**config.mk**
```make
export PLATFORM = sky130hd
export DESIGN_NAME = axi_lite_slave
export DESIGN_NICKNAME = d
export VERILOG_FILES = /design/src/common/axi_lite_pkg.sv /design/src/axi_lite/axi_lite_slave.sv
export SDC_FILE = /design/constraint.sdc
export NUM_CORES = 1
export LEC_CHECK = 0
export BUFFER_PORTS_ARGS = -buffer_cell sky130_fd_sc_hd__buf_2
export CAP_MARGIN = 0
export CORE_MARGIN = 2
export CORE_UTILIZATION = 37
export CTS_BUF_LIST = sky130_fd_sc_hd__clkbuf_4 sky130_fd_sc_hd__clkbuf_8
export CTS_CLUSTER_DIAMETER = 120
export CTS_CLUSTER_SIZE = 28
export DETAILED_ROUTE_END_ITERATION = 10
export MAX_ROUTING_LAYER = met4
export PLACE_DENSITY = 0.77
export SYNTH_ARGS = -nofsm -noshare
export SYNTH_HDL_FRONTEND = slang
export SYNTH_SLANG_ARGS = --single-unit
export TNS_END_PERCENT = 1
```
**constraint.sdc**
```tcl
create_clock -name S_AXI_clk -period 3.2 [get_ports S_AXI_clk]
set_input_delay 0.64 -clock S_AXI_clk [delete_from_list [all_inputs] [get_ports S_AXI_clk]]
set_output_delay 0.64 -clock S_AXI_clk [all_outputs]
set_load 0.005 [all_outputs]
```
**src/common/axi_lite_pkg.sv**
```systemverilog
package axi_lite_pkg;

    // Bus widths
    localparam int AXI_ADDR_W = 16;
    localparam int AXI_DATA_W = 32;

    // Word index taken from the address above the byte lane bits
    localparam int REG_IDX_W = 4;

    // Response codes
    localparam logic [1:0] RESP_OKAY   = 2'b00;
    localparam logic [1:0] RESP_SLVERR = 2'b10;

    // Single register access from the slave
    typedef struct packed {
        logic                  wr;
        logic                  rd;
        logic [REG_IDX_W-1:0]  idx;
        logic [AXI_DATA_W-1:0] wdata;
    } reg_req_t;

    // Answer from the register file, one cycle after the request
    typedef struct packed {
        logic                  done;
        logic                  err;
        logic [AXI_DATA_W-1:0] rdata;
    } reg_rsp_t;

endpackage
```
**src/axi_lite/axi_lite_slave.sv**
```systemverilog
`timescale 1ns/1ps

module axi_lite_slave import axi_lite_pkg::*; (
    input  logic                  S_AXI_clk,
    input  logic                  w_axi_rst,

    // Write address and data
    input  logic                  i_awvalid,
    input  logic [AXI_ADDR_W-1:0] i_awaddr,
    output logic                  o_awready,
    input  logic                  i_wvalid,
    input  logic [AXI_DATA_W-1:0] i_wdata,
    output logic                  o_wready,

    // Write response
    output logic                  o_bvalid,
    input  logic                  i_bready,
    output logic [1:0]            o_bresp,

    // Read address and data
    input  logic                  i_arvalid,
    input  logic [AXI_ADDR_W-1:0] i_araddr,
    output logic                  o_arready,
    output logic                  o_rvalid,
    input  logic                  i_rready,
    output logic [1:0]            o_rresp,
    output logic [AXI_DATA_W-1:0] o_rdata,

    // Register side
    output reg_req_t              o_req,
    input  reg_rsp_t              i_rsp
);

    typedef enum logic [1:0] {
        ST_IDLE,
        ST_WAIT,
        ST_RESP
    } state_t;

    state_t                r_state;
    logic                  r_wr_stb;
    logic                  r_rd_stb;
    logic                  r_is_wr;
    logic [REG_IDX_W-1:0]  r_idx;
    logic [AXI_DATA_W-1:0] r_wdata;
    logic [AXI_DATA_W-1:0] r_rdata;
    logic [1:0]            r_resp;
    logic                  r_bvalid;
    logic                  r_rvalid;
    logic                  w_wr_go;
    logic                  w_rd_go;

    // Writes win when both directions arrive together
    assign w_wr_go = (r_state == ST_IDLE) && i_awvalid && i_wvalid;
    assign w_rd_go = (r_state == ST_IDLE) && i_arvalid && !(i_awvalid && i_wvalid);

    assign o_awready = w_wr_go;
    assign o_wready  = w_wr_go;
    assign o_arready = w_rd_go;

    always_ff @(posedge S_AXI_clk) begin
        if (w_axi_rst) begin
            r_state  <= ST_IDLE;
            r_wr_stb <= 1'b0;
            r_rd_stb <= 1'b0;
            r_bvalid <= 1'b0;
            r_rvalid <= 1'b0;
        end else begin
            r_wr_stb <= 1'b0;
            r_rd_stb <= 1'b0;
            case (r_state)
                ST_IDLE: begin
                    if (w_wr_go) begin
                        r_wr_stb <= 1'b1;
                        r_state  <= ST_WAIT;
                    end else if (w_rd_go) begin
                        r_rd_stb <= 1'b1;
                        r_state  <= ST_WAIT;
                    end
                end
                ST_WAIT: begin
                    if (i_rsp.done) begin
                        r_bvalid <= r_is_wr;
                        r_rvalid <= !r_is_wr;
                        r_state  <= ST_RESP;
                    end
                end
                ST_RESP: begin
                    // Hold until the master takes it
                    if ((r_bvalid && i_bready) || (r_rvalid && i_rready)) begin
                        r_bvalid <= 1'b0;
                        r_rvalid <= 1'b0;
                        r_state  <= ST_IDLE;
                    end
                end
                default: r_state <= ST_IDLE;
            endcase
        end
    end

    // Captured address, data and answer
    always_ff @(posedge S_AXI_clk) begin
        if (r_state == ST_IDLE) begin
            r_is_wr <= w_wr_go;
            if (w_wr_go) begin
                r_idx   <= i_awaddr[REG_IDX_W+1:2];
                r_wdata <= i_wdata;
            end else if (w_rd_go) begin
                r_idx <= i_araddr[REG_IDX_W+1:2];
            end
        end
        if ((r_state == ST_WAIT) && i_rsp.done) begin
            r_rdata <= i_rsp.rdata;
            r_resp  <= i_rsp.err ? RESP_SLVERR : RESP_OKAY;
        end
    end

    always_comb begin
        o_req.wr    = r_wr_stb;
        o_req.rd    = r_rd_stb;
        o_req.idx   = r_idx;
        o_req.wdata = r_wdata;
    end

    assign o_bvalid = r_bvalid;
    assign o_bresp  = r_resp;
    assign o_rvalid = r_rvalid;
    assign o_rresp  = r_resp;
    assign o_rdata  = r_rdata;

endmodule

```
==> impl_metrics.toml <==
[drt]
dr_total_vias = 1622
postRouteAntennaNets = 0
wl_per_cell_um = 14.4
detailedRoute.firstIterationViolations = 81
detail_route.vias_per_cell = 4.41
postRouteWirelength_um = 5300
remaining_drc_errors = 0
drt_first_pass_iters = 3

[floorplanning]
floorplan.initialDensity_pct = 37.7
floorplan.die.height_um = 86.5
die_width_um = 86.5
die_area_sq_um = 7490
floorplan.rows = 30
core_region_area_sq_um = 6680
boundaryPins = 184

[synth]
yosysWarnings = 0
syn_area_per_cell_sq_um = 21.7
synth_edf_count = 70
synth-async-reset-ratio_pct = 0
synth.lib_cells_used.distinct = 24
yosys_most_used_dff = "sky130_fd_sc_hd__edfxtp_1"
post_synth_inst_count = 116
seq_area_frac_synth_pct = 88.1
yosys_register_bits = 76
synth.cell_area_sq_um = 2520

[grt]
globalRouteTotalUtil_pct = 14.4
global_route.peak_usage_layer = "met2"
grt_start_max_net_pins = 34
first_global_vias = 1565
grt.met2_usage_pct = 21.7
initial_antenna_violation_count = 4
grtUsageMet1_pct = 15.7
grtUsageMet3_pct = 8.86
globalRouteOverflowTotal = 0
grt_pass1_wl_um = 7670

[cts]
worst_setup_hold_path_clk_slew_ps = 80
holdBufCountCts = 0
clkSinkCount = 76
cts_tree = "built"
post-cts-setup-buffer-count = 0
cts.repair.resized = 0
cts-htree-levels = 3
worstSkewPairLatency_ps = 330
clockRootBuffer = "sky130_fd_sc_hd__clkbuf_8"
clk_path_buf_depth = 2
cts_inserted_buffers = 9

[power_and_ir_drop]
leakagePower_uw = 0.00151
power_density_over_the_cells_nw_per_um2 = 568
max-vdd-ir-drop_mv = 0.353
power_uw = 2030

[setup_path]
r2r_slack_ps = 1470
critical_path_end_type = "output pin"
worst_ep_required_time_ps = 2560
critical-path-top-delay-family = "flip-flops"
max_stage_delay_on_crit_path_ps = 630
cp.arrival_ps = 1410
critical_path_buf_inv_count = 1
timing.critical_path.from_type = "flop"
timing_worst_setup_path_type = "flop to output pin"
cp_slowest_cell = "sky130_fd_sc_hd__dfxtp_1"
worstPathCellList = "nor2_1, and3_1, buf_2"
critPathMaxFanout = 11

[sta]
timing.final.crit_share_pct = 63.9
setup_viols_final = 0
worst-slew-pin-transition_ps = 541
timing.fmax_mhz = 489
min_period_ps = 2050
slew-limit-headroom_pct = 63.7
whs_ps = 475
timing.clock.skew_ps = 7.32
final.setup.tns_ps = 0
pins_over_slew_limit = 0
final_hold_vios = 0
setup_repair_after_global_routing_missed_its_margin = "false"

[final_layout]
multi_input_gate_area_sq_um = 243
layout.nets = 384
register_area_sq_um = 2220
final_core_utilization_pct = 53.6
layout-drive-gt1-share_pct = 64.1
syn2layout_area_growth_pct = 41.9
final.fill_count = 575
instances_no_fill = 368

[placed_design]
dp_cells = 348
place_hpwl_um = 4120
gp_congestion = 0.844
total_of_buffers_placed_on_input_and_output_ports = 157

[run]
max_cap_viol_count = 0

[worst_hold_path]
hold_path_class = "primary input to flop"

[run_status]
result_of_the_run = "finished, final reports clean"
## cells by family (layout without fill, tap and decap cells)
logic type / Yosys count / in the layout / synth area share [%]
other: 1 / 6 / 0.149
and+or+nand+nor: 21 / 21 / 5.21
muxes: 4 / 4 / 1.79
DFF: 76 / 76 / 88.1
buffers and inverters: 9 / 176 / 2.83
AOI/OAI and AO/OA: 5 / 5 / 1.89
## where the power goes
part / switching (uW) / total [uW] / internal, uW
logic: 74.8 / 155 / 79.9
registers: 20.4 / 1170 / 1150
clock network: 345 / 709 / 364
## worst reg2reg max path: stages (launching register included)
cell                       delay, ps
sky130_fd_sc_hd__dfxtp_1         630
sky130_fd_sc_hd__nand3b_1        260
sky130_fd_sc_hd__inv_1           100
sky130_fd_sc_hd__buf_4           370
## registers in the layout (all words and copies together) (netlist names), 2 cells and up
register and flops:
o_rdata 32, r_idx 4, r_state 2, r_wdata 32
## synth_stat cells, drive strengths merged, types with 2 or more instances
cell	count	area, sq um
a21oi	2	10.0
buf	8	67.6
dfxtp	6	120
edfxtp	70	2100
mux2	4	45.0
nand2	3	11.3
nand3	3	15.0
nand4	2	12.5
nor2b	3	18.8
nor3	3	26.3
## cell type report
type	instances	share of cell area, %
antenna	4	0.280
clock buffer	9	3.46
clock inverter	7	2.10
inverter	1	0.105
multi-input combinational	32	6.78
sequential	76	62.1
tap	80	2.80
timing repair buffer	159	22.4
## per-stage QoR
step	setup slack, ps	area, sq um
after detailed placement	1180	3370
after floorplan	747	2530
after global placement	1220	3370
after CTS	1130	3570
final	1150	3580
after global routing	1030	3580
## cell usage in the layout, fill, tap and decap left out, types with 2 or more instances in the layout
master                       count
sky130_fd_sc_hd__buf_4           2
sky130_fd_sc_hd__mux2_2          4
sky130_fd_sc_hd__edfxtp_1       70
sky130_fd_sc_hd__dfxtp_1         6
sky130_fd_sc_hd__buf_2         157
sky130_fd_sc_hd__a21oi_1         2
sky130_fd_sc_hd__nand4_1         2
sky130_fd_sc_hd__nor3_4          2
sky130_fd_sc_hd__nand3_1         3
sky130_fd_sc_hd__inv_6           2
sky130_fd_sc_hd__diode_2         4
sky130_fd_sc_hd__clkinvlp_4      2
sky130_fd_sc_hd__conb_1          2
sky130_fd_sc_hd__nor2b_1         3
sky130_fd_sc_hd__clkbuf_8        9
sky130_fd_sc_hd__nand2_1         3
## worst paths after layout
| path | startpoint | endpoint | depth (start not counted) |
|---|---|---|---|
| worst max-delay path | r_state[0] | o_arready | 3 |
| worst min-delay path | i_wdata[11] | r_wdata[11] | 1 |
| worst max register to register | r_state[0] | o_rdata[21] | 3 |
| worst min register to register | o_bvalid | o_bvalid | 2 |
## routing by layer
| layer | share of wire [%] | vias to the layer above | wire [um] |
|---|---|---|---|
| li1 | - | 779 | - |
| met1 | 36 | 764 | 1920 |
| met2 | 51 | 73 | 2720 |
| met3 | 12 | 6 | 614 |
| met4 | 1.0 | 0 | 53 |
| met5 | 0 | - | 0 |
Power figures use the tool's default switching activity.
