File: config.mk
export PLATFORM = sky130hd
export DESIGN_NAME = sample_fifo
export DESIGN_NICKNAME = d
export VERILOG_FILES = /design/src/common/dtw_pkg.sv /design/src/rtl/sample_fifo.sv
export SDC_FILE = /design/constraint.sdc
export NUM_CORES = 1
export LEC_CHECK = 0
export BUFFER_PORTS_ARGS = -buffer_cell sky130_fd_sc_hd__buf_2
export CORE_AREA = 2 2 74 147
export DETAILED_ROUTE_END_ITERATION = 12
export DIE_AREA = 0 0 76 149
export PLACE_DENSITY = 0.74
export SLEW_MARGIN = 20
export SYNTH_ARGS = -nofsm -noshare
export SYNTH_HDL_FRONTEND = slang
export SYNTH_SLANG_ARGS = --single-unit
export TNS_END_PERCENT = 50
File: constraint.sdc
create_clock -name S_AXI_clk -period 2.1 [get_ports S_AXI_clk]
set_clock_uncertainty 0.15 [all_clocks]
set_input_delay 0.21 -clock S_AXI_clk [delete_from_list [all_inputs] [get_ports S_AXI_clk]]
set_output_delay 0.21 -clock S_AXI_clk [all_outputs]
set_load 0.02 [all_outputs]
File: src/common/dtw_pkg.sv
package dtw_pkg;

    // Register word indexes
    localparam int REG_CONTROL  = 0;
    localparam int REG_STATUS   = 1;
    localparam int REG_REF_LEN  = 2;
    localparam int REG_VERSION  = 3;
    localparam int REG_KEY      = 4;
    localparam int REG_REF_ADDR = 5;
    localparam int REG_REF_DOUT = 7;

    // Version fields, packed as major, minor, revision
    localparam logic [3:0] VER_MAJOR    = 4'd1;
    localparam logic [7:0] VER_MINOR    = 8'd0;
    localparam logic [3:0] VER_REVISION = 4'd0;
    localparam logic [31:0] VERSION_WORD = {VER_MAJOR, VER_MINOR, VER_REVISION, 16'h0000};

    // Identification constant
    localparam logic [31:0] KEY_WORD = 32'h0ca7cafe;

    // Data paths
    localparam int SAMPLE_W   = 16;
    localparam int STREAM_W   = 32;
    localparam int REF_ADDR_W = 10;
    localparam int REF_DEPTH  = 1024;
    localparam int FIFO_DEPTH = 4;
    localparam int FIFO_PTR_W = $clog2(FIFO_DEPTH);

    // Control word, seen raw or as command bits
    typedef union packed {
        logic [31:0] raw;
        struct packed {
            logic [28:0] pad;
            logic        load_mode;
            logic        run;
            logic        core_rst;
        } bits;
    } ctrl_u;

    // Status word
    typedef struct packed {
        logic [27:0] pad;
        logic        fifo_full;
        logic        fifo_empty;
        logic        load_done;
        logic        busy;
    } status_t;

endpackage

File: src/rtl/sample_fifo.sv
`timescale 1ns/1ps

module sample_fifo import dtw_pkg::*; (
    input  logic                S_AXI_clk,
    input  logic                w_axi_rst,
    input  logic                i_clear,
    input  logic                i_tvalid,
    input  logic [STREAM_W-1:0] i_tdata,
    output logic                o_tready,
    input  logic                i_pop,
    output logic [STREAM_W-1:0] o_head,
    output logic                o_empty,
    output logic                o_full
);

    logic [STREAM_W-1:0]   r_mem [FIFO_DEPTH];
    logic [FIFO_PTR_W-1:0] r_wr_ptr;
    logic [FIFO_PTR_W-1:0] r_rd_ptr;
    logic [FIFO_PTR_W:0]   r_count;
    logic                  w_push;
    logic                  w_pop;

    assign o_empty  = (r_count == '0);
    assign o_full   = (r_count == (FIFO_PTR_W+1)'(FIFO_DEPTH));
    assign o_tready = !o_full;
    assign o_head   = r_mem[r_rd_ptr];

    // Beat taken on valid and ready
    assign w_push = i_tvalid && o_tready;
    assign w_pop  = i_pop && !o_empty;

    always_ff @(posedge S_AXI_clk) begin
        if (w_axi_rst || i_clear) begin
            r_wr_ptr <= '0;
            r_rd_ptr <= '0;
            r_count  <= '0;
        end else begin
            if (w_push) r_wr_ptr <= r_wr_ptr + 1'b1;
            if (w_pop) r_rd_ptr <= r_rd_ptr + 1'b1;
            r_count <= r_count + {{FIFO_PTR_W{1'b0}}, w_push} - {{FIFO_PTR_W{1'b0}}, w_pop};
        end
    end

    always_ff @(posedge S_AXI_clk) begin
        if (w_push) r_mem[r_wr_ptr] <= i_tdata;
    end

endmodule

==> results of run 1 <==
-- per-stage QoR --
| step | instance area, sq um | setup WS (ns) | TNS, ns |
|---|---|---|---|
| CTS | 6750 | -0.144 | -0.171 |
| floorplan | 5150 | -0.116 | -0.202 |
| global placement | 5740 | -0.0253 | -0.0253 |
| finish | 6780 | -0.0949 | -0.0949 |
| global route | 6780 | -0.155 | -0.498 |
| detailed placement | 5740 | -0.167 | -0.223 |
-- power groups by stage --
stage / logic (uW) / registers (uW) / clock network [uW]
2_1_floorplan: 259 / 3150 / 0
3_3_place_gp: 419 / 3150 / 0
3_5_place_dp: 435 / 3160 / 0
4_1_cts: 507 / 3100 / 3010
5_1_grt: 543 / 3110 / 3120
6_report: 505 / 3100 / 2960
-- layout by cell type (no fill, tap or decap), types with 3 or more instances in the layout --
cell type,n
mux2i_1,4
dfxtp_4,4
buf_2,71
mux4_2,32
inv_1,5
bufinv_16,4
buf_4,14
clkinv_2,4
clkinv_1,4
edfxtp_1,128
and3_2,3
dfxtp_1,4
clkbuf_1,3
clkbuf_16,18
dlygate4sd3_1,34
ha_1,4
nand2_1,5
-- final timing paths --
| check | end | slack [ns] | cells after the start |
|---|---|---|---|
| max | r_count[2] | -0.09 | 9 |
| min reg2reg | flip-flop | 0.37 | 2 |
| min | r_wr_ptr[1] | 0.11 | 4 |
| max reg2reg | r_count[2] | -0.09 | 9 |
-- routing by layer --
| layer | vias to the layer above | routed length, um |
|---|---|---|
| met3 | 11 | 453 |
| met4 | 0 | 104 |
| li1 | 1169 | - |
| met5 | - | 0 |
| met2 | 88 | 5150 |
| met1 | 1314 | 3720 |
-- cell families after synthesis --
kind of cell | share of synthesized area, %
AO/OA/AOI/OAI | 0.171
XOR/XNOR | 0.513
adder cells (fa/ha/maj) | 1.86
buffers and inverters | 1.83
flip-flops | 78.6
multiplexers | 14.9
AND/OR/NAND/NOR | 2.20
-- synthesized netlist by cell type, drive strengths merged --
cell type    n
edfxtp     128
or3          1
nor3         3
mux4        32
mux2i        4
or3b         1
buf          8
nor2         1
nand2        6
xor2         1
o311ai       1
xnor2        2
and2         2
fa           1
inv          6
and3         4
dfxtp        9
ha           6
nor2b        1
-- final cells by class --
| cell class | instances | area, sq um |
|---|---|---|
| clock buffer | 20 | 437 |
| clock inverter | 12 | 155 |
| fill | 696 | 3500 |
| inverter | 6 | 22.5 |
| multi-input combinational | 66 | 1060 |
| sequential | 137 | 4040 |
| tap | 137 | 171 |
| timing repair buffer | 123 | 893 |
-- state kept, by name, summed over array words and instances (netlist names), named ones only --
name and cells:
r_rd_ptr 2, r_count 3, r_wr_ptr 2, r_mem 128
-- what timing repair did --
item / in CTS / in global routing
hold buffers: 34 / 0
endpoints found under the hold margin: 131 / 0
buffers inserted: 2 / 0
resized for setup: 9 / 1
gates cloned: 1 / 1
pin swaps: 8 / 1
endpoints found under the setup margin: 34 / 58
-- critical path, delay by kind of cell, from the launching register on --
family	cells	cell delay (ns)
AND/OR/NAND/NOR	3	0.65
adder cells (fa/ha/maj)	3	0.62
flip-flops	1	0.36
XOR/XNOR	2	0.28
buffers and inverters	1	0.04
==> results.toml, run 1 <==
[outcome]
status = "complete, but fails checks"
violations = "setup timing"

[cts]
clockRootBuffer = "clkbuf_16"
clockBufferDepth = 2
cts_buffers = 17
htreeDepth = 4
clock_sink_count = 137
insertion_delay_ns = 0.40
clkTransAtPathRegs_ns = 0.05
tritoncts = "done"

[synth]
synth.area.top_cells = "edfxtp_1, mux4_2, dfxtp_1, ha_1, buf_6"
syn_nets = 261
synth_seq_area_share_pct = 78.6
ys_warn_count = 0
netlist.area_leader.share_pct = 75.1
yosys.area.top_type = "edfxtp_1"
yosysUniqueCellTypes = 21
synth_area_sq_um = 5120
synth_cells = 217
yosys_register_bits = 137
syn_area_per_cell_sq_um = 23.6

[worst_setup_path]
cp_cell_sequence = "or3b_4 > nand2_4 > ha_4 > inv_2 > ha_4 > fa_2 > xnor2_2 > xnor2_1 > nor3_1"
slowest_delay_ns = 0.42
worstPathArrival_ns = 2.36
timing.rr.start = "r_count[0]"
crit_type = "flip-flop to flip-flop"
critPathMaxFanout = 3
start_kind = "flip-flop"
cp_slowest_cell = "or3b_4"
required_ns = 2.27
crit_path_frequent_cell = "ha_4"
end_kind = "flip-flop"
cp-startpoint = "r_count[0]"

[routing]
drt_pass1_iterations = 4
vias_per_cell = 5.15
drt-initial-drc-count = 130
drc = 0
drt_wl_total_um = 9430
antenna_left = 0
vias = 2582
avgRoutedWirePerCell_um = 18.8

[die]
die_width_um = 76
rows = 53
dieArea_sq_um = 11300
io_pins = 72
start_util_pct = 49.8
fp.dieH_um = 149
design.core.area_sq_um = 10300

[power_and_ir_drop]
power_uw = 6570
pwr-share-comb_pct = 7.7
seq_power_share_pct = 47.2
internal_power_uw = 5280
switchingPower_uw = 1290
switching_share_pct = 19.7
p_per_area_nw_per_um2 = 969
clock_power_share_pct = 45.1
vdd.ir_drop.worst_uv = 780
leakagePower_uw = 0.00239

[grt]
met2_usage_pct = 31.2
grt_pass1_vias = 2860
grt_util_met1_pct = 20.4
grt-busiest-layer = "met2"
grt_pass1_wl_um = 14800
grt_max_degree = 33
antenna_found_initial = 0
grt_overflow = 0
use_met3_pct = 5.93
grt_usage_pct = 17.9

[hold_path]
hp-class = "input port to flip-flop"
hp-start = "i_tvalid"

[placement]
finalWeightedCongestion = 0.711
portBuffers = 71
dp_cells = 431
place_hpwl_um = 5630

[sta]
slew_viol_final = 0
fmax_ghz = 0.456
min_period_ns = 2.19
slew_headroom_pct = 65.1
period_share_pct = 105
worstMarginPinSlew_ns = 0.517
hold_viol = 0
fin_ws_ns = -0.0949
worst_hold_slack_ns = 0.108
rsz0062_at_grt = "yes"
finalSetupViolations = 1

[cells_and_area]
diodes = 0
area_growth_pct = 32.3
utilization_pct = 65.9
drive_above_1_share_pct = 44.8
fin_cells = 501
fin_nets = 395

[run]
drv_cap = 0
(Power assumes the default switching activity.)
==> run 2, diff against run 1 <==
Settings changed: CORE_AREA 2 2 74 147 to 2 2 105 208, DIE_AREA 0 0 76 149 to 0 0 107 210, PLACE_DENSITY 0.74 to unset.
==> run 2 against run 1 <==
Effect of this change:
- the flow finishes with violations (hold timing, setup timing)
- clock power increased by 11%
- via count grew 0.15%
- first-iteration DRC count shrank 11%
- total power rose by 5.9%
- combinational power increased by 13%
- final area grew 5.9%
- sequential power barely moved
- worst hold slack worse by 0.27 ns
- die area rose by 98%
- flip-flop and latch count unchanged
- clock-buffer cell count fell by 1
- critical path type unchanged
- critical endpoint unchanged
==> results.toml, run 2 (synthesis results as in run 1) <==
[outcome]
status = "complete, but fails checks"
violations = "hold timing, setup timing"

[sta]
finalSetupViolations = 12
period_share_pct = 102
final.setup.tns_ns = -0.135
rsz0062_at_grt = "yes"
slew_headroom_pct = 72.8
min_period_ns = 2.15
slew_viol_final = 0
worstMarginPinSlew_ns = 0.404
hold_viol = 3
fin_ws_ns = -0.0516
worst_hold_slack_ns = -0.158
fmax_ghz = 0.465

[routing]
vias_per_cell = 4.06
avgRoutedWirePerCell_um = 16.8
drt-initial-drc-count = 116
vias = 2586
drc = 0
drt_wl_total_um = 10700
antenna_left = 0
drt_pass1_iterations = 4

[power_and_ir_drop]
switching_share_pct = 19.8
internal_power_uw = 5580
switchingPower_uw = 1370
pwr-share-comb_pct = 8.2
p_per_area_nw_per_um2 = 970
clock_power_share_pct = 47.2
vdd.ir_drop.worst_uv = 493
leakagePower_uw = 0.00248
power_uw = 6960
seq_power_share_pct = 44.6

[grt]
grt_overflow = 0
grt_pass1_wl_um = 16000
grt_pass1_vias = 2915
antenna_found_initial = 0
grt_usage_pct = 10.1
grt_max_degree = 24

[die]
design.core.area_sq_um = 20900
die_width_um = 107
start_util_pct = 24.5
dieArea_sq_um = 22500
fp.dieH_um = 210
io_pins = 72
rows = 75

[placement]
portBuffers = 71
finalWeightedCongestion = 0.728
dp_cells = 568
place_hpwl_um = 6770

[cts]
clockRootBuffer = "clkbuf_16"
htreeDepth = 4
insertion_delay_ns = 0.42
clock_sink_count = 137
clkTransAtPathRegs_ns = 0.06
clockBufferDepth = 2
tritoncts = "done"
hold_buffers = 33
cts_buffers = 17

[cells_and_area]
largest_reg_flops = 128
fillers = 1971
fin_nets = 399
utilization_pct = 34.3
diodes = 0
mostFrequentLayoutCell = "edfxtp_1"
area_growth_pct = 40.1
reg_top3 = "r_mem: 128 flops, r_count: 3 flops"
seqCellArea_sq_um = 4040
final_cell_mix = "edfxtp_1, buf_2, dlygate4sd3_1, mux4_2, buf_6"
top_register = "r_mem"
drive_above_1_share_pct = 47.3
multi_input_area_sq_um = 1050
fin_cells = 637

[worst_setup_path]
cp_top_family = "adder cells"
worstPathArrival_ns = 2.34
start_kind = "flip-flop"
reg2reg_to = "r_count[2]"
cp_cell_sequence = "buf_12 > nor3_4 > nor2b_2 > ha_4 > inv_2 > ha_4 > fa_2 > xnor2_2 > xnor2_1 > nor3_1"
crit_type = "flip-flop to flip-flop"
rrSetupSlack_ns = -0.05
timing.rr.start = "r_count[1]"
path_buf_inv = 2
required_ns = 2.29
crit_path_frequent_cell = "ha_4"
cp_slowest_cell = "fa_2"
slowest_delay_ns = 0.35
critPathMaxFanout = 4
worstRegToRegCells = 10
end_kind = "flip-flop"

[hold_path]
hp-class = "input port to flip-flop"
hp-start = "w_axi_rst"
holdPathStages = 2
min_to = "r_count[2]"

[run]
drv_cap = 0
run 2: cell count changes in the layout (fill, tap and decap cells not counted), moves of 2 or more:
cell,before,now
buf_4,14,18
clkinvlp_4,0,3
buf_2,71,50
bufinv_16,4,6
buf_6,0,21
clkinv_1,4,0
run 2: cell type report:
type | count | share of cell area, %
Multi-Input combinational cell | 66 | 14.7
Timing Repair Buffer | 127 | 14.8
Inverter | 6 | 0.314
Tap cell | 269 | 4.69
Clock buffer | 19 | 6.03
Sequential cell | 137 | 56.3
Clock inverter | 13 | 3.16
run 2: what timing repair did:
| item | in CTS | in global routing |
|---|---|---|
| pin swaps | 3 | 2 |
| gates cloned | 1 | 1 |
| endpoints found under the hold margin | 133 | 3 |
| resized for setup | 19 | 32 |
| setup endpoints to repair | 31 | 33 |
| setup buffers | 1 | 1 |
run 2: per-layer routing:
metal | GRT usage (%) | up-vias | part of all wire (%)
met5 | 0 | - | 0
met4 | 5.55 | 0 | 3.1
met3 | 2.94 | 19 | 4.3
met2 | 18.9 | 56 | 58
met1 | 9.48 | 1333 | 34
li1 | - | 1178 | -
run 2: through the flow:
stage / hold WS [ns] / setup slack [ns] / cell area (sq um)
2_1_floorplan: 0.127 / -0.116 / 5150
6_report: -0.158 / -0.0516 / 7180
3_5_place_dp: 0.274 / -0.0992 / 5950
4_1_cts: -0.173 / -0.0729 / 7030
5_1_grt: -0.159 / -0.138 / 7180
3_3_place_gp: 0.271 / -0.0295 / 5950
run 2: worst max path at each step:
stage                           from    endpoint  slack, ns  depth (start not counted)
final                     r_count[1]  r_count[2]      -0.05                         10
after global routing      r_count[1]  r_count[2]      -0.14                         10
after CTS                 r_count[1]  r_count[2]      -0.07                         10
after detailed placement  r_count[1]  r_count[2]       -0.1                         10
after global placement    r_count[1]  r_count[2]      -0.03                         10
after floorplan           r_count[2]  r_count[2]      -0.12                         10
run 2: power by group through the flow:
| stage | registers [uW] | clock network, uW | logic, uW |
|---|---|---|---|
| global route | 3110 | 3470 | 616 |
| CTS | 3100 | 3370 | 538 |
| finish | 3100 | 3290 | 572 |
| global placement | 3150 | 0 | 443 |
| detailed placement | 3160 | 0 | 458 |
| floorplan | 3150 | 0 | 259 |
