**src/common/dtw_pkg.sv**
```systemverilog
package dtw_pkg;

    // Register word indexes
    localparam int REG_CONTROL  = 0;
    localparam int REG_STATUS   = 1;
    localparam int REG_REF_LEN  = 2;
    localparam int REG_VERSION  = 3;
    localparam int REG_KEY      = 4;
    localparam int REG_REF_ADDR = 5;
    localparam int REG_REF_DOUT = 7;

    // Version fields, packed as major, minor, revision
    localparam logic [3:0] VER_MAJOR    = 4'd1;
    localparam logic [7:0] VER_MINOR    = 8'd0;
    localparam logic [3:0] VER_REVISION = 4'd0;
    localparam logic [31:0] VERSION_WORD = {VER_MAJOR, VER_MINOR, VER_REVISION, 16'h0000};

    // Identification constant
    localparam logic [31:0] KEY_WORD = 32'h0ca7cafe;

    // Data paths
    localparam int SAMPLE_W   = 16;
    localparam int STREAM_W   = 32;
    localparam int REF_ADDR_W = 10;
    localparam int REF_DEPTH  = 1024;
    localparam int FIFO_DEPTH = 4;
    localparam int FIFO_PTR_W = $clog2(FIFO_DEPTH);

    // Control word, seen raw or as command bits
    typedef union packed {
        logic [31:0] raw;
        struct packed {
            logic [28:0] pad;
            logic        load_mode;
            logic        run;
            logic        core_rst;
        } bits;
    } ctrl_u;

    // Status word
    typedef struct packed {
        logic [27:0] pad;
        logic        fifo_full;
        logic        fifo_empty;
        logic        load_done;
        logic        busy;
    } status_t;

endpackage

```
**src/common/axi_lite_pkg.sv**
```systemverilog
package axi_lite_pkg;

    // Bus widths
    localparam int AXI_ADDR_W = 16;
    localparam int AXI_DATA_W = 32;

    // Word index taken from the address above the byte lane bits
    localparam int REG_IDX_W = 4;

    // Response codes
    localparam logic [1:0] RESP_OKAY   = 2'b00;
    localparam logic [1:0] RESP_SLVERR = 2'b10;

    // Single register access from the slave
    typedef struct packed {
        logic                  wr;
        logic                  rd;
        logic [REG_IDX_W-1:0]  idx;
        logic [AXI_DATA_W-1:0] wdata;
    } reg_req_t;

    // Answer from the register file, one cycle after the request
    typedef struct packed {
        logic                  done;
        logic                  err;
        logic [AXI_DATA_W-1:0] rdata;
    } reg_rsp_t;

endpackage
```
**src/rtl/dtw_regs.sv**
```systemverilog
`timescale 1ns/1ps

module dtw_regs import axi_lite_pkg::*, dtw_pkg::*; (
    input  logic                  S_AXI_clk,
    input  logic                  w_axi_rst,
    input  reg_req_t              i_req,
    output reg_rsp_t              o_rsp,

    // Loader control
    output ctrl_u                 o_ctrl,
    output logic [REF_ADDR_W:0]   o_ref_len,
    output logic [REF_ADDR_W-1:0] o_dbg_addr,

    // Status inputs
    input  logic                  i_busy,
    input  logic                  i_load_done,
    input  logic                  i_fifo_empty,
    input  logic                  i_fifo_full,
    input  logic [SAMPLE_W-1:0]   i_dbg_dout
);

    ctrl_u                 r_ctrl;
    logic [REF_ADDR_W:0]   r_ref_len;
    logic [REF_ADDR_W-1:0] r_dbg_addr;
    logic                  r_done;
    logic                  r_err;
    logic [AXI_DATA_W-1:0] r_rdata;
    status_t               w_status;
    logic                  w_hit;
    logic [AXI_DATA_W-1:0] w_rdata;

    always_comb begin
        w_status            = '0;
        w_status.busy       = i_busy;
        w_status.load_done  = i_load_done;
        w_status.fifo_empty = i_fifo_empty;
        w_status.fifo_full  = i_fifo_full;
    end

    // Index decode shared by reads and writes
    always_comb begin
        w_hit   = 1'b1;
        w_rdata = '0;
        case (i_req.idx)
            REG_CONTROL:  w_rdata = r_ctrl.raw;
            REG_STATUS:   w_rdata = w_status;
            REG_REF_LEN:  w_rdata = {{(AXI_DATA_W-REF_ADDR_W-1){1'b0}}, r_ref_len};
            REG_VERSION:  w_rdata = VERSION_WORD;
            REG_KEY:      w_rdata = KEY_WORD;
            REG_REF_ADDR: w_rdata = {{(AXI_DATA_W-REF_ADDR_W){1'b0}}, r_dbg_addr};
            REG_REF_DOUT: w_rdata = {{(AXI_DATA_W-SAMPLE_W){1'b0}}, i_dbg_dout};
            default:      w_hit = 1'b0;
        endcase
    end

    always_ff @(posedge S_AXI_clk) begin
        if (w_axi_rst) begin
            r_ctrl.raw <= '0;
            r_ref_len  <= '0;
            r_dbg_addr <= '0;
            r_done     <= 1'b0;
            r_err      <= 1'b0;
        end else begin
            r_done <= i_req.wr || i_req.rd;
            r_err  <= (i_req.wr || i_req.rd) && !w_hit;
            if (i_req.wr) begin
                // Read-only registers quietly ignore writes
                case (i_req.idx)
                    REG_CONTROL:  r_ctrl.raw <= i_req.wdata;
                    REG_REF_LEN:  r_ref_len  <= i_req.wdata[REF_ADDR_W:0];
                    REG_REF_ADDR: r_dbg_addr <= i_req.wdata[REF_ADDR_W-1:0];
                    default: ;
                endcase
            end
        end
    end

    always_ff @(posedge S_AXI_clk) begin
        if (i_req.rd) begin
            r_rdata <= w_rdata;
        end
    end

    always_comb begin
        o_rsp.done  = r_done;
        o_rsp.err   = r_err;
        o_rsp.rdata = r_rdata;
    end

    assign o_ctrl     = r_ctrl;
    assign o_ref_len  = r_ref_len;
    assign o_dbg_addr = r_dbg_addr;

endmodule

```
**config.mk**
```make
export PLATFORM = sky130hd
export DESIGN_NAME = dtw_regs
export DESIGN_NICKNAME = d
export VERILOG_FILES = /design/src/common/dtw_pkg.sv /design/src/common/axi_lite_pkg.sv /design/src/rtl/dtw_regs.sv
export SDC_FILE = /design/constraint.sdc
export NUM_CORES = 1
export LEC_CHECK = 0
export BUFFER_PORTS_ARGS = -buffer_cell sky130_fd_sc_hd__buf_2
export CAP_MARGIN = 20
export CORE_MARGIN = 5
export CORE_UTILIZATION = 53
export DETAILED_ROUTE_END_ITERATION = 12
export GPL_ROUTABILITY_DRIVEN = 0
export PLACE_DENSITY = 0.89
export SETUP_SLACK_MARGIN = 0.4
export SKIP_CTS_REPAIR_TIMING = 1
export SLEW_MARGIN = 20
export SYNTH_ARGS = -nofsm -noshare
export SYNTH_HDL_FRONTEND = slang
export SYNTH_SLANG_ARGS = --single-unit
```
**constraint.sdc**
```tcl
create_clock -name S_AXI_clk -period 4.4 [get_ports S_AXI_clk]
set_input_delay 0.88 -clock S_AXI_clk [delete_from_list [all_inputs] [get_ports S_AXI_clk]]
set_output_delay 0.88 -clock S_AXI_clk [all_outputs]
set_load 0.1 [all_outputs]
```
==> results.cfg, run 1 <==
[status]
status = finished clean

[timing]
fin_skew_ps = 9.46
slew_headroom_pct = 28.3
setup_slack_ps = 1920
worstMarginPinSlew_ps = 1060
fin_crit_sh_pct = 56.4
fmax_mhz = 403
min_period_ps = 2480
rsz0062_at_grt = no
slew_violations = 0
setup_violations = 0
finalHoldViolCount = 0
final.setup.tns_ps = 0

[place]
place_area_um2 = 4490
post-place-ws_ps = 1640
place_hpwl_mm = 7.45
portBuffers = 146

[power_and_ir_drop]
leakage_nw = 1.98
total_power_w = 0.00176
ir_drop_v = 0.000165
powerDensity_nw_per_um2 = 373

[logic_synthesis]
synth-async-reset-ratio_pct = 0
yosysUniqueCellTypes = 43
synthCells = 390
syn_area_per_cell_um2 = 9.95
yosys_warnings = 0
syn_area_um2 = 3880
synth_nets = 450
synth_seq_cells = 87
synth_edf_count = 32
synth_ff_type = dfxtp_1
yosysSeqAreaShare_pct = 53.2

[clock_tree]
clock_latency_ps = 350
numCtsBuffers = 9
h-tree-depth = 3
clkSinkCount = 87
cts_buffer_depth = 2
cts_tree = yes
clkSlewWorstSetupHoldPaths_ps = 90
cts-root-buf = clkbuf_8

[critical_path]
cp-end-kind = flop
crit_path_start_kind = input pin
cp.arrival_ps = 2750
worstSetupPathType = input pin to flop
crit_fanout = 28
critPathRequiredTime_ps = 4670

[finish]
diodes = 0
regArea_um2 = 2060
syn_to_final_growth_pct = 21.3
nets = 566
n_fill_cell = 576
stdcell_area_um2 = 4710
drive_above_1_share_pct = 34.8
multiInputGateArea_um2 = 1540

[routing]
vias_per_cell = 5.98
drc = 0
vias = 3645
dr.pass1.iters = 5
wl_per_cell_um = 18.4
drt_iter0_drc = 304
drtAntennaViolNets = 0
drt_wl_total_mm = 11.3

[global_route]
grt_max_degree = 56
gr-total-overflow = 0
antenna_found_initial = 2
gr-usage-all-layers_pct = 24.0
grt_pass1_vias = 3378
grt_pass1_wl_mm = 16.9

[die]
rows = 31
fp.dieH_um = 95.5
start_util_pct = 54.1
die_area_um2 = 9130
die_w_um = 95.5
coreArea_um2 = 7180
io-pin-count = 147

[run]
max_cap_viol_count = 0

[min_path]
hold_path_class = flop to flop
-- area by class of cell --
type                            instances  area share [%]
Clock buffer                           10            3.16
Clock inverter                          6            1.38
Inverter                                2           0.160
Multi-Input combinational cell        256            32.7
Sequential cell                        87            43.8
Tap cell                               99            2.63
Timing Repair Buffer                  150            16.2
-- per-layer routing --
metal | global-route usage [%] | up-vias | share of wire, %
li1 | - | 1668 | -
met2 | 39.7 | 225 | 48
met4 | 8.06 | 4 | 2.5
met5 | 0 | - | 0.20
met1 | 30.2 | 1711 | 39
met3 | 6.79 | 37 | 10
-- cell families after synthesis --
family / share of synthesized area (%)
flops: 53.2
simple gates: 16.1
compound gates: 21.0
buf+inv: 7.58
mux: 2.19
-- per-stage QoR --
step	utilization (%)	hold slack (ps)	instances
4_1_cts	65.6	495	610
6_report	65.6	495	610
2_1_floorplan	-	942	390
5_1_grt	65.6	508	610
3_3_place_gp	62.6	471	594
3_5_place_dp	62.6	484	594
-- final timing paths --
check,start,to,slack [ps],depth (start not counted)
min,o_ref_len[10]$_SDFFE_PP0P_,o_ref_len[10]$_SDFFE_PP0P_,490,2
max reg2reg,o_dbg_addr[1]$_SDFFE_PP0P_,r_rdata[1]$_DFFE_PP_,3130,3
min reg2reg,o_ref_len[10]$_SDFFE_PP0P_,o_ref_len[10]$_SDFFE_PP0P_,490,2
max,i_req[34],o_dbg_addr[0]$_SDFFE_PP0P_,1920,4
-- Yosys cell counts, drive strengths merged (2+ instances only) --
| cell type | n | area [um2] |
|---|---|---|
| a21oi | 62 | 310 |
| nand3 | 56 | 290 |
| dfxtp | 55 | 1100 |
| o21ai | 55 | 275 |
| edfxtp | 32 | 961 |
| buf | 29 | 224 |
| clkbuf | 16 | 62.6 |
| a21o | 9 | 67.6 |
| nand2 | 9 | 33.8 |
| and2 | 8 | 50.1 |
| a221o | 4 | 40.0 |
| a22oi | 4 | 30.0 |
| a31oi | 4 | 25.0 |
| mux2 | 4 | 45.0 |
| mux2i | 4 | 40.0 |
| nor2 | 4 | 15.0 |
| nor2b | 4 | 25.0 |
| nor3b | 4 | 30.0 |
| a22o | 2 | 17.5 |
| inv | 2 | 7.51 |
| nand4 | 2 | 12.5 |
| nor3 | 2 | 10.0 |
| nor4b | 2 | 38.8 |
| o211ai | 2 | 15.0 |
| o311ai | 2 | 17.5 |
| or3b | 2 | 17.5 |
-- where the power goes --
part	internal [W]	total (W)	leakage, nW	switching (W)
clock	0.000298	0.000590	0.108	0.000292
sequential	0.000855	0.000863	0.774	0.00000831
combinational	0.0000560	0.000303	1.10	0.000247
-- flip-flops by register name, summed over array words and instances (netlist names) --
name and flops:
o_ctrl 32, o_dbg_addr 10, o_ref_len 11, r_done 1, r_err 1, r_rdata 32
-- placed cells by master (no fill, tap or decap), types with 8 or more instances in the layout --
master,netlist,routed
o21ai_0,23,23
clkbuf_8,0,9
o21ai_1,32,32
edfxtp_1,32,32
a21oi_1,62,62
nand2_1,9,9
dfxtp_1,55,55
and2_1,8,8
buf_2,14,146
nand3_1,54,54
a21o_1,9,9
-- critical path: stages --
cell and delay, ps:
buf_2 460, nor4bb_2 1020, nand3_1 210, a21oi_1 180
No activity file was read; power rests on OpenSTA's default activity.
==> run 2: changes to the inputs <==
--- a/config.mk
+++ b/config.mk
@@ -8,10 +8,10 @@
 export BUFFER_PORTS_ARGS = -buffer_cell sky130_fd_sc_hd__buf_2
 export CAP_MARGIN = 20
 export CORE_MARGIN = 5
-export CORE_UTILIZATION = 53
+export CORE_UTILIZATION = 49
 export DETAILED_ROUTE_END_ITERATION = 12
 export GPL_ROUTABILITY_DRIVEN = 0
-export PLACE_DENSITY = 0.89
+export PLACE_DENSITY = 0.84
 export SETUP_SLACK_MARGIN = 0.4
 export SKIP_CTS_REPAIR_TIMING = 1
 export SLEW_MARGIN = 20
==> constraint.sdc (replaced) <==
create_clock -name S_AXI_clk -period 2.3 [get_ports S_AXI_clk]
set_input_delay 0.46 -clock S_AXI_clk [delete_from_list [all_inputs] [get_ports S_AXI_clk]]
set_output_delay 0.46 -clock S_AXI_clk [all_outputs]
set_load 0.1 [all_outputs]
==> results.cfg, run 2 (synthesized netlist as in run 1, its figures left out) <==
[critical_path]
slowest_delay_ps = 450
r2r_slack_ps = 1020
regToRegEndpoint = r_rdata[1]$_DFFE_PP_
worstSetupPathType = flop to primary output
critPathTopFamily = buffers and inverters
crit_path_start_kind = flop
path_buf_inv = 1
critPathRequiredTime_ps = 1840
worstReg2RegStart = o_dbg_addr[1]$_SDFFE_PP0P_
crit_fanout = 3
path_cells = buf_2
cp-end-kind = primary output
slowest_stage = buf_2
cp.arrival_ps = 1200
r2r_cells = 3

[finish]
n_fill_cell = 657
mostFrequentLayoutCell = buf_2
final_cell_mix = buf_2, a21oi_1, dfxtp_1
post-route-util_pct = 61.7
nets = 575
diodes = 0
syn_to_final_growth_pct = 22.9
drive_above_1_share_pct = 36.0

[global_route]
gr-usage-all-layers_pct = 22.6
grt_pass1_wl_mm = 17.8
gr-total-overflow = 0
grt_pass1_vias = 3495
grt_max_degree = 56
antenna_found_initial = 0

[timing]
slew_violations = 0
worstMarginPinSlew_ps = 569
whs_ps = 352
fmax_mhz = 601
setup_violations = 0
fin_crit_sh_pct = 72.3
final.setup.tns_ps = 0
setup_slack_ps = 636
finalHoldViolCount = 0
fin_skew_ps = 9.29
min_period_ps = 1660
slew_headroom_pct = 61.9
rsz0062_at_grt = no

[clock_tree]
clkSlewWorstSetupHoldPaths_ps = 80
cts_tree = yes
clock_latency_ps = 350
h-tree-depth = 3
numCtsBuffers = 9
cts_buffer_depth = 2
cts-root-buf = clkbuf_8
clkSinkCount = 87

[place]
place_hpwl_mm = 7.72
post-place-ws_ps = 373
portBuffers = 146

[die]
start_util_pct = 50.2
coreArea_um2 = 7730
die_area_um2 = 9800
die_w_um = 99.0
io-pin-count = 147
rows = 32
fp.dieH_um = 99.0

[power_and_ir_drop]
internal_power_w = 0.00235
p_sw_w = 0.00101
combPwrFrac_pct = 17.4
powerDensity_nw_per_um2 = 705
swShare_pct = 30.0
seq_power_share_pct = 49.1
clkPwrFrac_pct = 33.4
leakage_nw = 2.03
ir_drop_v = 0.000320

[routing]
drt_wl_total_mm = 11.2
vias_per_cell = 5.82
wl_per_cell_um = 17.9
drtAntennaViolNets = 0
dr.pass1.iters = 4
vias = 3619
drt_iter0_drc = 362
drc = 0

[status]
status = finished clean

[min_path]
worstHoldEndpoint = o_ctrl[19]$_SDFFE_PP0P_
hold_path_class = input pin to flop
worstHoldStart = i_req[19]
worstHoldPathCells = 3

[run]
max_cap_viol_count = 0
## run 2: power groups by stage
stage	combinational (W)	sequential [W]	clock (W)
after floorplan	0.000169	0.00197	0
final	0.000586	0.00165	0.00112
after global placement	0.000576	0.00168	0
after detailed placement	0.000583	0.00169	0
after CTS	0.000584	0.00165	0.00115
after global routing	0.000610	0.00165	0.00121
## run 2: worst max path at each step
stage,start,end,slack (ps),cells after the start
6_report,o_ctrl[8]$_SDFFE_PP0P_,o_ctrl[8],640,1
5_1_grt,o_ctrl[8]$_SDFFE_PP0P_,o_ctrl[8],600,1
4_1_cts,o_ctrl[8]$_SDFFE_PP0P_,o_ctrl[8],630,1
3_5_place_dp,i_req[35],o_ctrl[16]$_SDFFE_PP0P_,370,4
3_3_place_gp,i_req[35],o_ctrl[17]$_SDFFE_PP0P_,440,4
2_1_floorplan,o_ctrl[6]$_SDFFE_PP0P_,r_rdata[6]$_DFFE_PP_,550,3
## run 2: metal layers
layer | GRT usage [%] | up-vias | wire length [um]
met5 | 0 | - | 0
met4 | 6.93 | 0 | 223
met3 | 6.09 | 25 | 1120
met2 | 36.2 | 211 | 5340
met1 | 29.8 | 1695 | 4470
li1 | - | 1688 | -
## run 2: area by class of cell
class / instances / area, um2 / area share (%)
clock inverters: 7 / 87.6 / 1.84
well taps: 102 / 128 / 2.68
multi-input cells: 256 / 1530 / 32.1
clock buffers: 9 / 124 / 2.60
flip-flops and latches: 87 / 2060 / 43.3
inverters: 2 / 7.51 / 0.158
repair buffers: 159 / 828 / 17.4
## run 2: stage by stage
step,cells,total power (W),area (um2)
after floorplan,390,0.00214,3880
after global placement,606,0.00226,4550
after detailed placement,606,0.00227,4550
after CTS,622,0.00338,4770
after global routing,622,0.00348,4770
final,622,0.00336,4770
## run 2: worst min-delay path, delay by kind of cell
kind                   cells  cell delay (ps)
buffers and inverters      1               90
and+or+nand+nor            1               60
AOI/OAI and AO/OA          1               50
==> run 3: changes to the inputs <==
==> constraint.sdc (replaced) <==
create_clock -name S_AXI_clk -period 1.7 [get_ports S_AXI_clk]
set_input_delay 0.34 -clock S_AXI_clk [delete_from_list [all_inputs] [get_ports S_AXI_clk]]
set_output_delay 0.34 -clock S_AXI_clk [all_outputs]
set_load 0.1 [all_outputs]
==> results.cfg, run 3 (synthesized netlist as in run 1, its figures left out) <==
[critical_path]
crit_fanout = 10
critPathTopFamily = simple AND/OR/NAND/NOR gates
crit_path_start_kind = input pin
cp.arrival_ps = 1590
path_buf_inv = 2
path_cells = buf_2 -> buf_4 -> nor3b_1 -> a22oi_1 -> o311ai_1
slowest_stage = nor3b_1
critPathRequiredTime_ps = 1840
slowest_delay_ps = 510
cp-end-kind = flop
worstSetupPathType = input pin to flop

[die]
io-pin-count = 147
start_util_pct = 50.2
die_w_um = 99.0
fp.dieH_um = 99.0
rows = 32
coreArea_um2 = 7730
die_area_um2 = 9800

[finish]
syn_to_final_growth_pct = 55.1
stdcell_area_um2 = 6020
diodes = 0
drive_above_1_share_pct = 47.9
n_fill_cell = 462
mostFrequentLayoutCell = a21oi_1
nets = 585
stdcell_count = 632
final_cell_mix = a21oi_1, buf_2, o21ai_1, nand3_1, dfxtp_2

[timing]
fmax_mhz = 689
min_period_ps = 1450
worstMarginPinSlew_ps = 594
setup_violations = 0
slew_headroom_pct = 60.3
slew_violations = 0
finalHoldViolCount = 0
whs_ps = 233
fin_skew_ps = 10.1
rsz0062_at_grt = yes
fin_crit_sh_pct = 85.4

[routing]
vias = 3936
wl_per_cell_um = 21.3
dr.pass1.iters = 6
drt_iter0_drc = 439
wl_met1_mm = 4.77
drtAntennaViolNets = 0
vias_per_cell = 6.23
top_layer_used = met4
drc = 0
met2_length_mm = 6.99
drt_wl_total_mm = 13.5
wl_met3_mm = 1.19

[global_route]
grt_pass1_vias = 3466
antenna_found_initial = 0
gr-total-overflow = 0
gr-usage-all-layers_pct = 21.8
grt_max_degree = 59
grt_pass1_wl_mm = 17.5

[place]
portBuffers = 146
placed_cells_incl_taps = 609
place_area_um2 = 4700
place_hpwl_mm = 7.41

[clock_tree]
h-tree-depth = 3
cts_tree = yes
numCtsBuffers = 9
cts-root-buf = clkbuf_8
clkSlewWorstSetupHoldPaths_ps = 100
cts_buffer_depth = 2
clkSinkCount = 87
clock_latency_ps = 350

[power_and_ir_drop]
internal_power_w = 0.00350
swShare_pct = 29.8
p_sw_w = 0.00149
powerDensity_nw_per_um2 = 829
combPwrFrac_pct = 19.1
leakage_nw = 2.34
clkPwrFrac_pct = 35.7
ir_drop_v = 0.000470
seq_power_share_pct = 45.3

[min_path]
hold_path_class = input pin to flop

[run]
max_cap_viol_count = 0

[status]
status = finished clean
## run 3: path summary, 6_finish.rpt
path              cells after the start                     from                       to  slack (ps)
hold / removal                        3                i_req[21]  o_ctrl[21]$_SDFFE_PP0P_         230
setup / recovery                      5                i_req[35]     r_rdata[1]$_DFFE_PP_         250
hold reg to reg                       2  o_ctrl[30]$_SDFFE_PP0P_  o_ctrl[30]$_SDFFE_PP0P_         510
setup reg to reg                      3   o_ctrl[7]$_SDFFE_PP0P_     r_rdata[7]$_DFFE_PP_         440
## run 3: cell type report
type | count | area, um2 | area share (%)
tap | 102 | 128 | 2.12
timing repair buffer | 169 | 1940 | 32.3
inverter | 2 | 7.51 | 0.125
multi-input combinational | 256 | 1560 | 25.9
sequential | 87 | 2130 | 35.4
clock buffer | 9 | 124 | 2.06
clock inverter | 7 | 129 | 2.14
## run 3: power groups by stage
stage | Clock [W] | Combinational, W | Sequential [W]
6_report | 0.00178 | 0.000952 | 0.00226
4_1_cts | 0.00179 | 0.000820 | 0.00223
3_3_place_gp | 0 | 0.000809 | 0.00228
5_1_grt | 0.00189 | 0.000984 | 0.00226
2_1_floorplan | 0 | 0.000245 | 0.00266
3_5_place_dp | 0 | 0.000817 | 0.00228
## run 3: stage by stage
stage	power (W)	TNS [ps]	setup WS, ps	utilization (%)
6_report	0.00499	0	248	77.9
5_1_grt	0.00514	0	201	77.9
4_1_cts	0.00484	0	170	64.0
3_5_place_dp	0.00310	-24.4	-9.57	60.8
3_3_place_gp	0.00309	0	38.8	60.8
2_1_floorplan	0.00291	0	219	-
## run 3: worst reg2reg max path, stage by stage (launching register included)
cell and delay [ps]:
dfxtp_4 380, or3b_1 370, a21o_1 170, a31oi_1 170
## run 3: routing by layer
metal / GRT usage (%) / up-vias
met2: 37.3 / 314
met1: 28.3 / 1857
li1: - / 1710
met4: 5.99 / 0
met3: 3.96 / 55
met5: 0 / -
